==> src/hdl/icache_pkg.sv <==
// Shared definitions for the private instruction cache
// Geometry constants, vector types, bus structs and controller states

package icache_pkg;

   ///////////////////////////////
   // Geometry
   ///////////////////////////////
   localparam int ADDR_W    = 32;     // Fetch address
   localparam int LINE_W    = 128;    // One line is one fetch beat
   localparam int NB_WAYS   = 4;
   localparam int NB_SETS   = 16;
   localparam int OFFSET_W  = 4;      // Byte offset inside a line
   localparam int SET_W     = 4;
   localparam int TAG_W     = 7;      // Address bits [14:8]
   localparam int STAT_W    = 32;
   localparam logic [7:0] LFSR_SEED = 8'hA5;

   typedef logic [ADDR_W-1:0]  addr_t;
   typedef logic [LINE_W-1:0]  line_t;
   typedef logic [SET_W-1:0]   set_idx_t;
   typedef logic [TAG_W-1:0]   tag_t;
   typedef logic [NB_WAYS-1:0] way_oh_t;
   typedef logic [STAT_W-1:0]  stat_cnt_t;

   ///////////////////////////////
   // Structs
   ///////////////////////////////
   typedef struct packed {
      logic valid;
      tag_t tag;
   } tag_entry_t;

   typedef struct packed {
      way_oh_t    way_mask;   // Ways written this cycle
      set_idx_t   set_idx;
      tag_entry_t entry;
   } tag_wr_t;

   typedef struct packed {
      logic  req;
      addr_t addr;
   } refill_req_t;

   typedef struct packed {
      logic  gnt;
      logic  valid;
      line_t data;
   } refill_rsp_t;

   typedef struct packed {
      logic  valid;
      line_t data;
   } fetch_rsp_t;

   // One-cycle strobes for the statistics block
   typedef struct packed {
      logic trans;
      logic hit;
      logic miss;
      logic evict;
   } perf_event_t;

   typedef enum logic [3:0] {
      DISABLED,
      BYPASS_REFILL,
      BYPASS_WAIT,
      FLUSH_ALL,
      FLUSH_SET,
      IDLE,
      TAG_LOOKUP,
      WAIT_REFILL_GNT,
      WAIT_REFILL_DONE
   } ctrl_state_t;

endpackage

==> src/hdl/icache_tag_store.sv <==
// Valid and tag storage for every way and set
// Registered read with per-way hit and valid compare

`timescale 1ns/1ps

module icache_tag_store
(
   input  logic                   clk,
   input  logic                   rst_n,
   input  logic                   rd_en_i,
   input  icache_pkg::set_idx_t   rd_set_i,
   input  icache_pkg::tag_t       cmp_tag_i,     // From the registered fetch address
   input  icache_pkg::tag_wr_t    wr_i,
   output icache_pkg::way_oh_t    hit_ways_o,
   output icache_pkg::way_oh_t    valid_ways_o
);

   icache_pkg::tag_entry_t tags_q [icache_pkg::NB_SETS][icache_pkg::NB_WAYS];
   icache_pkg::tag_entry_t rd_q   [icache_pkg::NB_WAYS];

   always_ff @(posedge clk, negedge rst_n)
   begin
      if (!rst_n)
      begin
         for (int s = 0; s < icache_pkg::NB_SETS; s++)
         begin
            for (int w = 0; w < icache_pkg::NB_WAYS; w++)
            begin
               tags_q[s][w] <= '0;   // Everything starts invalid
            end
         end
         for (int w = 0; w < icache_pkg::NB_WAYS; w++)
         begin
            rd_q[w] <= '0;
         end
      end
      else
      begin
         for (int w = 0; w < icache_pkg::NB_WAYS; w++)
         begin
            if (wr_i.way_mask[w])
               tags_q[wr_i.set_idx][w] <= wr_i.entry;
            if (rd_en_i)
               rd_q[w] <= tags_q[rd_set_i][w];
         end
      end
   end

   // Compare runs on the read register, one cycle after the request
   always_comb
   begin
      for (int w = 0; w < icache_pkg::NB_WAYS; w++)
      begin
         valid_ways_o[w] = rd_q[w].valid;
         hit_ways_o[w]   = rd_q[w].valid && (rd_q[w].tag == cmp_tag_i);
      end
   end

   // A line lives in one way only, so refill must never duplicate a tag
   hit_onehot_a: assert property (@(posedge clk) disable iff (!rst_n)
      $onehot0(hit_ways_o));

endmodule

==> config.mk <==
export PLATFORM = sky130hd
export DESIGN_NAME = icache_tag_store
export DESIGN_NICKNAME = d
export VERILOG_FILES = /design/src/hdl/icache_pkg.sv /design/src/hdl/icache_tag_store.sv
export SDC_FILE = /design/constraint.sdc
export NUM_CORES = 1
export LEC_CHECK = 0
export BUFFER_PORTS_ARGS = -buffer_cell sky130_fd_sc_hd__buf_2
export CAP_MARGIN = 15
export CORE_MARGIN = 1.5
export CORE_UTILIZATION = 50
export DETAILED_ROUTE_END_ITERATION = 8
export PLACE_DENSITY_LB_ADDON = 0.12
export SYNTH_ARGS = -nofsm -noshare
export SYNTH_HDL_FRONTEND = slang
export SYNTH_SLANG_ARGS = --single-unit
==> constraint.sdc <==
create_clock -name clk -period 1.1 [get_ports clk]
set_input_delay 0.11 -clock clk [delete_from_list [all_inputs] [get_ports clk]]
set_output_delay 0.11 -clock clk [all_outputs]
set_load 0.05 [all_outputs]
# Word-level counts from Yosys, hierarchy flattened
# Index checks and enable logic that the tools add are counted.
# totals
reg_bits,544
input_bits,30
output_inout_bits,8
word_cells,169
# op_classes
n_eq_ne,4
n_reduce_logical,5
bitwise_logic,2
order_cmp,3
mux,19
# op_table
op,count
512-bit bitwise mux,4
512-bit two-way mux,4
32-bit demux with 4-bit select,4
32-bit binary-select mux with 4-bit select,1
32-bit two-way mux,3
7-bit == test,4
24-bit two-way mux,1
16-bit two-way mux,1
"5-bit >= comparator, second input constant",2
4-bit inverter with 5-bit output,2
8-bit two-way mux,1
1-bit logical AND,5
"5-bit by 1-bit < comparator with 1-bit output, second input constant",1

# Logic depth before layout (Yosys ltp)
# Gate-level depths: netlist (run 1).
# depth
depth_word,13
depth_mapped,6
mapped_depth_nobuf,3

# Worst setup path after synthesis (run 1)
# OpenSTA, ideal clock, no wires.
# synth_path
kind,input to register
from,input rd_set_i[1]
to,register rd_q[26] (netlist bit)
path_buffers,3
required_time_ns,0.954
arrival_ns,1.323
setup_time_ns,0.146
setup_slack_ns,-0.369
cell_stages,6
cell_sequence,buf_2 -> buf_4 -> buf_6 -> mux4_2 -> o22ai_1 -> a221oi_1
# synth_between
elab_chain_len,4
# synth_lines
element,line_no,rtl
start: declaration,icache_tag_store.sv:11,"input icache_pkg::set_idx_t rd_set_i,"
4-bit inverter with 5-bit output (implied by the code),icache_tag_store.sv:44,rd_q[w] <= tags_q[rd_set_i][w];
32-bit binary-select mux with 4-bit select,icache_tag_store.sv:44,
32-bit two-way mux (2 in series),n/a,
end signal: indexed assignment,icache_tag_store.sv:44,
end: declaration,icache_tag_store.sv:19,icache_pkg::tag_entry_t rd_q [icache_pkg::NB_WAYS];
# No other way between the ends. The select of a mux whose other input is x is not followed.
# A chain may end at the register's enable or synchronous reset.

# Final worst setup path (run 1)
# layout_path
from,register rd_q[20] (netlist bit)
to,output hit_ways_o[1]
# layout_between
elab_chain_len,2
# layout_lines
element,line_no,rtl
7-bit == test,icache_tag_store.sv:55,hit_ways_o[w] = rd_q[w].valid && (rd_q[w].tag == cmp_tag_i);
1-bit logical AND,icache_tag_store.sv:55,
end: declaration,icache_tag_store.sv:14,"output icache_pkg::way_oh_t hit_ways_o,"
# No other way between the ends.

==> impl_metrics.toml, run 1 <==
[global_route]
grt_use_total = 0.2649
grt_pass1_wl_um = 100900
first_global_vias = 15901
grt_max_degree = 79
grt_overflow = 0
antenna_found_initial = 0

[layout]
nNetsFinal = 1844
utilization = 0.6478
layout_commonest_cell = "dfrtp_1"
drive_above_1_share = 0.5640
fin_area_mm2 = 0.03177
multi_input_area_mm2 = 0.01226
fillCellCount = 3549
final_cell_mix = "542 x dfrtp_1, 219 x buf_4, 208 x mux2_2"
regArea_mm2 = 0.01362
layoutNonFillerInstCount = 2526
area_delta_synth_final_pct = 27.32

[die]
num_rows = 81
die_y_um = 226.4
start_util = 0.5088
core_region_area_mm2 = 0.04905
ios = 38
die_area_mm2 = 0.05126
die-width_um = 226.4

[clock_tree]
clk_pin_slew_ns = 0.06
cts_buffers = 57
htreeDepth = 2
clockBufferDepth = 3
cts_tree = "built"
cts.sinks = 544
cts_root_buffer = "clkbuf_16"
clkLatencyLatePin_ns = 0.62

[worst_setup_path]
r2r-end = "rd_q[25]"
critPathMaxFanout = 2
crit_path_start = "rd_q[20]"
timing.rr.start = "tags_q[409]"
crit_path_max_incr_delay_ns = 0.43
cp.required_ns = 0.99
worst_ep_arrival_time_ns = 1.76
critPathKind = "flop to primary output"
start_kind = "flop"
cp_cell_sequence = "xnor2_2 > nand4_1 > nor2_4 > buf_8"
rr_worst_depth = 4
worst_setup_path_end_kind = "primary output"
worst_path_max_delay_cell = "dfrtp_1"
ff2ff_setup_slack_ns = -0.28

[synth]
syn_area_mm2 = 0.02496
synth_compound_area_frac = 0.01925
synth_nets = 1605
ys_types = 27
synth_top_area_cell = "dfrtp_1"
synth_top_area_frac = 0.5455
synth.area.mux_share = 0.3594
syn_avg_cell_area_um2 = 15.85
yosys_warnings = 0
syn_inst = 1575
ys_seq_area_frac = 0.5455
synth_fa_ha_area_frac = 0
synth_top_family_by_area = "multiplexers"
synthXorXnorAreaFrac = 0.009827
synthTopCellsByArea = "dfrtp_1 55%, mux2_2 12%, mux4_2 12%, mux2_1 11%, nand2_4 1.4%"
ys_ff_latch = 544
synthSimpleGateAreaFrac = 0.03911

[power]
ir_drop_mv = 1.490
powerDensity_mw_per_mm2 = 1902
p_leak_nw = 14.27

[status]
status = "finished, violations left"
violations = "setup timing"

[route]
wl_per_cell_um = 25.79
vias = 14686
drt-total-wl_um = 65140
drt_iter0_markers = 841
drt_pre_antenna_iters = 5
ant_nets = 0
drc = 0
viasPerCell = 5.814

[timing]
fmaxAchievable_mhz = 534.4
fin_ws_ns = -0.7712
hold_ws_ns = 0.08291
slew_viol_final = 0
final_hold_viol_count = 0
tightestPinTransition_ns = 0.6532
final.setup_skew_ns = 0.01391
period_share = 1.701
finalCriticalPeriod_ns = 1.871
max_slew_margin = 0.5631
setup_viol = 53
rsz0062_at_grt = "yes"

[hold_path]
min_to = "tags_q[308]"
hold_path_startpoint = "wr_i[13]"
holdPathStages = 3
hold_class = "input port to flop"

[placement]
dpl.hpwl_um = 40560
pre_cts_ws_ns = -0.6093
dp_cells = 2364
io_buffers = 37
gp_routability_congestion = 0.7800
place_area_mm2 = 0.02886

[job]
cap_violations = 0
[logic make-up (layout without fill, tap and decap cells)]
family | after synthesis | count (layout)
compound gates | 64 | 64
xor+xnor | 28 | 28
buf+inv | 140 | 425
flops | 544 | 544
mux | 672 | 672
other cells | 0 | 2
simple gates | 127 | 127
[where the power goes]
group          switching (W)  internal, W  leakage (nW)
Clock                0.00797       0.0114         0.930
Combinational        0.00500      0.00885          6.70
Sequential           0.00260       0.0246          6.65
Total                 0.0156       0.0449          14.3
[stage by stage]
step / total power, W / setup TNS, ns
6_report: 0.06043 / -12.74
5_1_grt: 0.06297 / -14.95
4_1_cts: 0.06013 / -13.12
3_5_place_dp: 0.03977 / -223.73
2_1_floorplan: 0.03509 / -29.69
3_3_place_gp: 0.03927 / -214.01
[worst max-delay path by stage]
stage                          endpoint  cells past startpoint
after floorplan                rd_q[25]                      6
after global placement         rd_q[28]                      5
after detailed placement       rd_q[28]                      5
after CTS                 hit_ways_o[3]                      4
after global routing      hit_ways_o[1]                      4
final                     hit_ways_o[1]                      4
[sequential cells by signal, indices dropped and copies added (netlist names)]
name	flops
rd_q	28
tags_q	512
valid_ways_o	4
[synth_stat cells, drive strengths merged]
cell type and n:
xnor2 28, and4 1, nor2 36, and4bb 6, nor4 1, nor4b 4, o22ai 32, nand2 64
and2 1, nand4 8, clkbuf 73, buf 67, or2 1, mux2 512, and4b 4, a221oi 32
dfrtp 544, nand2b 1, mux2i 32, mux4 128
[routing by layer]
layer / vias to the layer above / global-route usage / routed length [um]
met2: 248 / 0.4244 / 31420
li1: 6374 / - / -
met5: - / 0 / 0
met4: 0 / 0.06624 / 1262
met1: 7978 / 0.3874 / 30250
met3: 86 / 0.03084 / 2202
[critical path, delay by kind of cell, from the launching register on]
kind / cells / cell delay (ns)
xor+xnor: 1 / 0.18
flops: 1 / 0.43
simple gates: 2 / 0.38
buf+inv: 1 / 0.17
[what timing repair did]
action,in CTS,in global routing
setup buffers,25,31
cloned,0,0
gates resized for setup,78,31
endpoints found under the hold margin,545,11
pin swaps,30,24
hold buffers,3,1
setup endpoints to repair,40,51
[final cells by class]
cell class | instances | share of cell area
clock buffers | 93 | 0.05552
repair buffers | 320 | 0.09990
well taps | 664 | 0.02615
flip-flops and latches | 544 | 0.4285
clock inverters | 12 | 0.003859
diodes | 2 | 0.0001575
multi-input cells | 891 | 0.3859
Note: power is estimated with default switching activity, not from simulation.
==> inputs of run 2 (changes only) <==
==> constraint.sdc (replaced) <==
create_clock -name clk -period 1.1 [get_ports clk]
set_input_delay 0.22 -clock clk [delete_from_list [all_inputs] [get_ports clk]]
set_output_delay 0.22 -clock clk [all_outputs]
set_load 0.05 [all_outputs]
==> impl_metrics.toml, run 2 (synthesis results as in run 1) <==
[status]
status = "finished, violations left"
violations = "setup timing"

[timing]
rsz0062_at_grt = "yes"
tightestPinTransition_ns = 0.5023
final.setup_skew_ns = 0.009985
setup_viol = 40
fin_ws_ns = -0.8930
hold_ws_ns = 0.02846
fmaxAchievable_mhz = 501.8
slew_viol_final = 0
period_share = 1.812
finalCriticalPeriod_ns = 1.993
final_hold_viol_count = 0
max_slew_margin = 0.6651

[placement]
io_buffers = 37
gp_routability_congestion = 0.8291
dpl.hpwl_um = 41780
place_area_mm2 = 0.02959
pre_cts_ws_ns = -0.7118

[clock_tree]
clk_pin_slew_ns = 0.06
cts_root_buffer = "clkbuf_16"
cts_tree = "built"
cts.sinks = 544
clockBufferDepth = 3
clkLatencyLatePin_ns = 0.62
cts_buffers = 58
htreeDepth = 2

[worst_setup_path]
critPathKind = "flop to primary output"
critPathMaxFanout = 2
r2r-end = "valid_ways_o[2]"
crit_path_start = "rd_q[8]"
worst_setup_path_end_kind = "primary output"
worst_ep_arrival_time_ns = 1.77
cp.required_ns = 0.88
timing.rr.start = "tags_q[15]"
start_kind = "flop"
ff2ff_setup_slack_ns = -0.33
rr_worst_depth = 4

[global_route]
antenna_found_initial = 1
first_global_vias = 16325
grt_max_degree = 93
grt_use_total = 0.2643
grt_pass1_wl_um = 101600
grt_overflow = 0

[route]
ant_nets = 0
vias = 14789
viasPerCell = 5.802
drt_pre_antenna_iters = 5
drt_iter0_markers = 873
wl_per_cell_um = 25.26
drc = 0
drt-total-wl_um = 64400

[die]
die-width_um = 226.4
die_area_mm2 = 0.05126
ios = 38
core_region_area_mm2 = 0.04905
start_util = 0.5088
die_y_um = 226.4
num_rows = 81

[hold_path]
min_to = "tags_q[241]"
hold_path_startpoint = "wr_i[1]"
holdPathStages = 2
hold_class = "input port to flop"

[layout]
nNetsFinal = 1874
final_cell_mix = "544 x dfrtp_1, 261 x mux2_4, 242 x buf_4"
utilization = 0.6614
largest_reg_flops = 512
drive_above_1_share = 0.6191
layout_commonest_cell = "dfrtp_1"
regMostFlops = "tags_q"
area_delta_synth_final_pct = 29.99
fin_area_mm2 = 0.03244
n_antenna_cell = 0

[power]
ir_drop_mv = 1.432
p_leak_nw = 14.95
powerDensity_mw_per_mm2 = 1897

[job]
cap_violations = 0
run 2: worst max path at each step:
stage	end	slack [ns]	cells after the start
after floorplan	rd_q[25]	-0.31	6
after global placement	rd_q[16]	-0.68	5
after detailed placement	rd_q[16]	-0.71	5
after CTS	hit_ways_o[2]	-0.94	4
after global routing	hit_ways_o[2]	-0.95	4
final	hit_ways_o[2]	-0.89	4
run 2: layer usage:
layer	up-vias	track usage	wire length, um
met3	78	0.03654	2567
met5	-	0	16
met2	265	0.4286	31270
met1	8029	0.3775	29330
li1	6415	-	-
met4	2	0.06710	1212
run 2: power by group:
group | total (W) | internal, W | switching [W]
Clock | 0.0196 | 0.0117 | 0.00797
Sequential | 0.0272 | 0.0246 | 0.00256
Combinational | 0.0147 | 0.00965 | 0.00505
Total | 0.0615 | 0.0460 | 0.0156
run 2: per-stage QoR:
| step | TNS, ns | instances | total power (W) |
|---|---|---|---|
| 2_1_floorplan | -89.49 | 1575 | 0.03577 |
| 3_3_place_gp | -264.06 | 2417 | 0.04023 |
| 3_5_place_dp | -282.45 | 2417 | 0.04077 |
| 4_1_cts | -11.80 | 2533 | 0.06142 |
| 5_1_grt | -12.70 | 2549 | 0.06416 |
| 6_report | -11.42 | 2549 | 0.06153 |
run 2: area by class of cell:
| cell class | count | area, um2 |
|---|---|---|
| Clock buffer | 89 | 1732 |
| Sequential cell | 544 | 13610 |
| Multi-Input combinational cell | 891 | 12670 |
| Fill cell | 3468 | 16610 |
| Timing Repair Buffer | 349 | 3440 |
| Tap cell | 664 | 830.8 |
| Clock inverter | 12 | 160.2 |
run 2: worst max-delay path, stage by stage, from the launching register on:
cell and delay, ns:
dfrtp_1 0.41, xnor2_2 0.19, nand4_1 0.22, nor2_4 0.18, buf_8 0.16
run 2: timing repair:
item                       in CTS  in global routing
pin swaps                      26                 17
buffers inserted               15                 17
hold endpoints to repair      546                  0
gates resized for setup        88                 46
hold buffers                    3                  0
setup endpoints to repair      40                162
==> inputs of run 3 (changes only) <==
--- a/config.mk
+++ b/config.mk
@@ -5,8 +5,9 @@
 export SDC_FILE = /design/constraint.sdc
 export NUM_CORES = 1
 export LEC_CHECK = 0
+export ABC_AREA = 1
 export BUFFER_PORTS_ARGS = -buffer_cell sky130_fd_sc_hd__buf_2
-export CAP_MARGIN = 15
+export CAP_MARGIN = 20
 export CORE_MARGIN = 1.5
 export CORE_UTILIZATION = 50
 export DETAILED_ROUTE_END_ITERATION = 8
==> impl_metrics.toml, run 3 <==
[status]
status = "finished, violations left"
violations = "setup timing"

[timing]
rsz0062_at_grt = "yes"
finalCriticalPeriod_ns = 2.059
final.setup_skew_ns = 0.02398
setup_viol = 11
hold_ws_ns = 0.03459
fin_ws_ns = -0.9592
fmaxAchievable_mhz = 485.6
tns_ns = -5.428
max_slew_margin = 0.7267
tightestPinTransition_ns = 0.4099
period_share = 1.872
slew_viol_final = 0
final_hold_viol_count = 0

[synth]
synth.area.mux_share = 0
synth_fa_ha_area_frac = 0
synthXorXnorAreaFrac = 0.004236
synthSimpleGateAreaFrac = 0.2901
synth_compound_area_frac = 0.1065
synth_top_area_cell = "dfrtp_1"
ys.flop_type = "dfrtp_1"
syn_area_mm2 = 0.02481
yosysMostFrequentCell = "nand2_1"
yosys_warnings = 0
ys_ff_latch = 544
ys_seq_area_frac = 0.5486
synth_top_area_frac = 0.5486
ys_types = 23
synth_top_family_by_area = "simple AND/OR/NAND/NOR gates"
synthTopCellsByArea = "dfrtp_1 55%, nand2_1 21%, o21ai_0 10%, nand3_1 7.8%, buf_2 1.7%"
synth_edf_count = 0
syn_avg_cell_area_um2 = 7.928
syn_inst = 3130
synth_nets = 3160
async_reset_ff_frac = 1.000
synth_common_cells = "1365 x nand2_1, 544 x dfrtp_1, 516 x o21ai_0"

[clock_tree]
clockBufferDepth = 3
cts.sinks = 544
cts_tree = "built"
clk_pin_slew_ns = 0.06
clkLatencyLatePin_ns = 0.64
htreeDepth = 2
cts_buffers = 57
cts_root_buffer = "clkbuf_16"

[global_route]
grt_use_total = 0.3116
first_global_vias = 21459
antenna_found_initial = 1
grt_overflow = 0
grt_max_degree = 69
grt_pass1_wl_um = 123000

[route]
drt-total-wl_um = 78830
wl_met2_um = 36580
drt_iter0_markers = 2522
drt-met1-wl_um = 33920
ant_nets = 0
drc = 0
highest_layer = "met4"
viasPerCell = 5.653
wl_per_cell_um = 19.78
drt_pre_antenna_iters = 5
wl_met3_um = 5414
vias = 22527

[worst_setup_path]
start_kind = "flop"
ff2ff_setup_slack_ns = -0.01
cp_cell_sequence = "xor2_1 > a21oi_1 > o2111ai_2 > nor2_4 > buf_8"
cp_top_family = "flip-flops"
critPathBufInv = 1
worst_setup_path_end_kind = "primary output"
critPathMaxFanout = 2
worst_ep_arrival_time_ns = 1.84
critPathKind = "flop to primary output"
crit_path_max_incr_delay_ns = 0.45
worst_path_max_delay_cell = "dfrtp_2"
cp.required_ns = 0.88

[power]
ir_drop_mv = 1.243
comb_power_share = 0.191
pwr-share-seq = 0.466
p_sw_frac = 0.2971
powerDensity_mw_per_mm2 = 1829
clkPwrFrac = 0.343
p_switching_w = 0.01690
power_report.internal_total_w = 0.03999
p_leak_nw = 14.88

[layout]
fillCellCount = 4239
final_cell_mix = "1238 x nand2_1, 542 x dfrtp_1, 514 x o21ai_0"
regMostFlops = "tags_q"
layout_commonest_cell = "nand2_1"
largest_reg_flops = 512
fin_area_mm2 = 0.03110
area_delta_synth_final_pct = 25.33
drive_above_1_share = 0.2237
n_antenna_cell = 0
utilization = 0.6353
nNetsFinal = 3304

[placement]
pre_cts_ws_ns = -0.5099
gp_routability_congestion = 0.9419
dpl.hpwl_um = 50730
io_buffers = 37
place_area_mm2 = 0.02754

[die]
start_util = 0.5069
die_y_um = 225.8
die-width_um = 225.8
core_region_area_mm2 = 0.04895
num_rows = 81
die_area_mm2 = 0.05097
ios = 38

[job]
cap_violations = 0

[hold_path]
hold_class = "input port to flop"
-- run 3: cell count changes after synthesis, moves of 54 or more --
cell,delta
buf_2,+54
mux2_1,-238
mux2_2,-274
mux4_2,-128
nand2_1,+1357
nand3_1,+388
o21ai_0,+516
-- run 3: per-stage QoR --
step / total power (W) / cells
detailed placement: 0.03594 / 3813
global placement: 0.03554 / 3813
floorplan: 0.03224 / 3130
global route: 0.05969 / 3985
CTS: 0.05570 / 3926
finish: 0.05689 / 3985
-- run 3: kinds of logic (layout without fill, tap and decap cells) --
| group | Yosys count | after routing |
|---|---|---|
| xor gates and xnor gates | 12 | 12 |
| buffers and inverters | 264 | 455 |
| AOI/OAI and AO/OA | 525 | 525 |
| DFF | 544 | 544 |
| and+or+nand+nor | 1785 | 1785 |
-- run 3: timing repair --
action,4_1_cts,5_1_grt
endpoints found under the hold margin,547,0
endpoints found under the setup margin,27,40
hold buffers,3,0
setup buffers,4,59
pin swaps,15,159
gates resized for setup,70,212
-- run 3: power by group through the flow --
stage / Sequential [W] / Combinational, W / Clock, W
final: 0.0265 / 0.0109 / 0.0195
after CTS: 0.0264 / 0.00959 / 0.0198
after global routing: 0.0269 / 0.0122 / 0.0206
after detailed placement: 0.0266 / 0.00931 / 0
after floorplan: 0.0259 / 0.00629 / 0
after global placement: 0.0265 / 0.00902 / 0
-- run 3: final timing paths --
path,startpoint,end,cells after the start
worst max-delay path,rd_q[12],hit_ways_o[2],5
worst min-delay path,rd_en_i,rd_q[5],4
worst max register to register,tags_q[16],rd_q[16],8
worst min register to register,tags_q[442],tags_q[442],2
max in group asynchronous,rst_n,tags_q[126],3
min in group asynchronous,rst_n,tags_q[156],3
-- run 3: final cells by class --
type | instances | area, um2 | share of cell area
well taps | 664 | 830.8 | 0.02671
inverters | 27 | 126.4 | 0.004063
repair buffers | 322 | 3346 | 0.1076
clock inverters | 18 | 191.4 | 0.006155
flip-flops and latches | 544 | 13620 | 0.4378
clock buffers | 88 | 1703 | 0.05476
multi-input cells | 2322 | 11290 | 0.3629
-- run 3: worst min-delay path: cells and delay by family --
kind          cells  cell delay, ns
buf+inv           2            0.30
simple gates      2            0.11
-- run 3: layer usage --
metal  up-vias  GRT usage
li1      10468          -
met1     10985     0.4356
met2       907     0.4914
met3       167    0.04658
met4         0     0.1189
met5         -          0
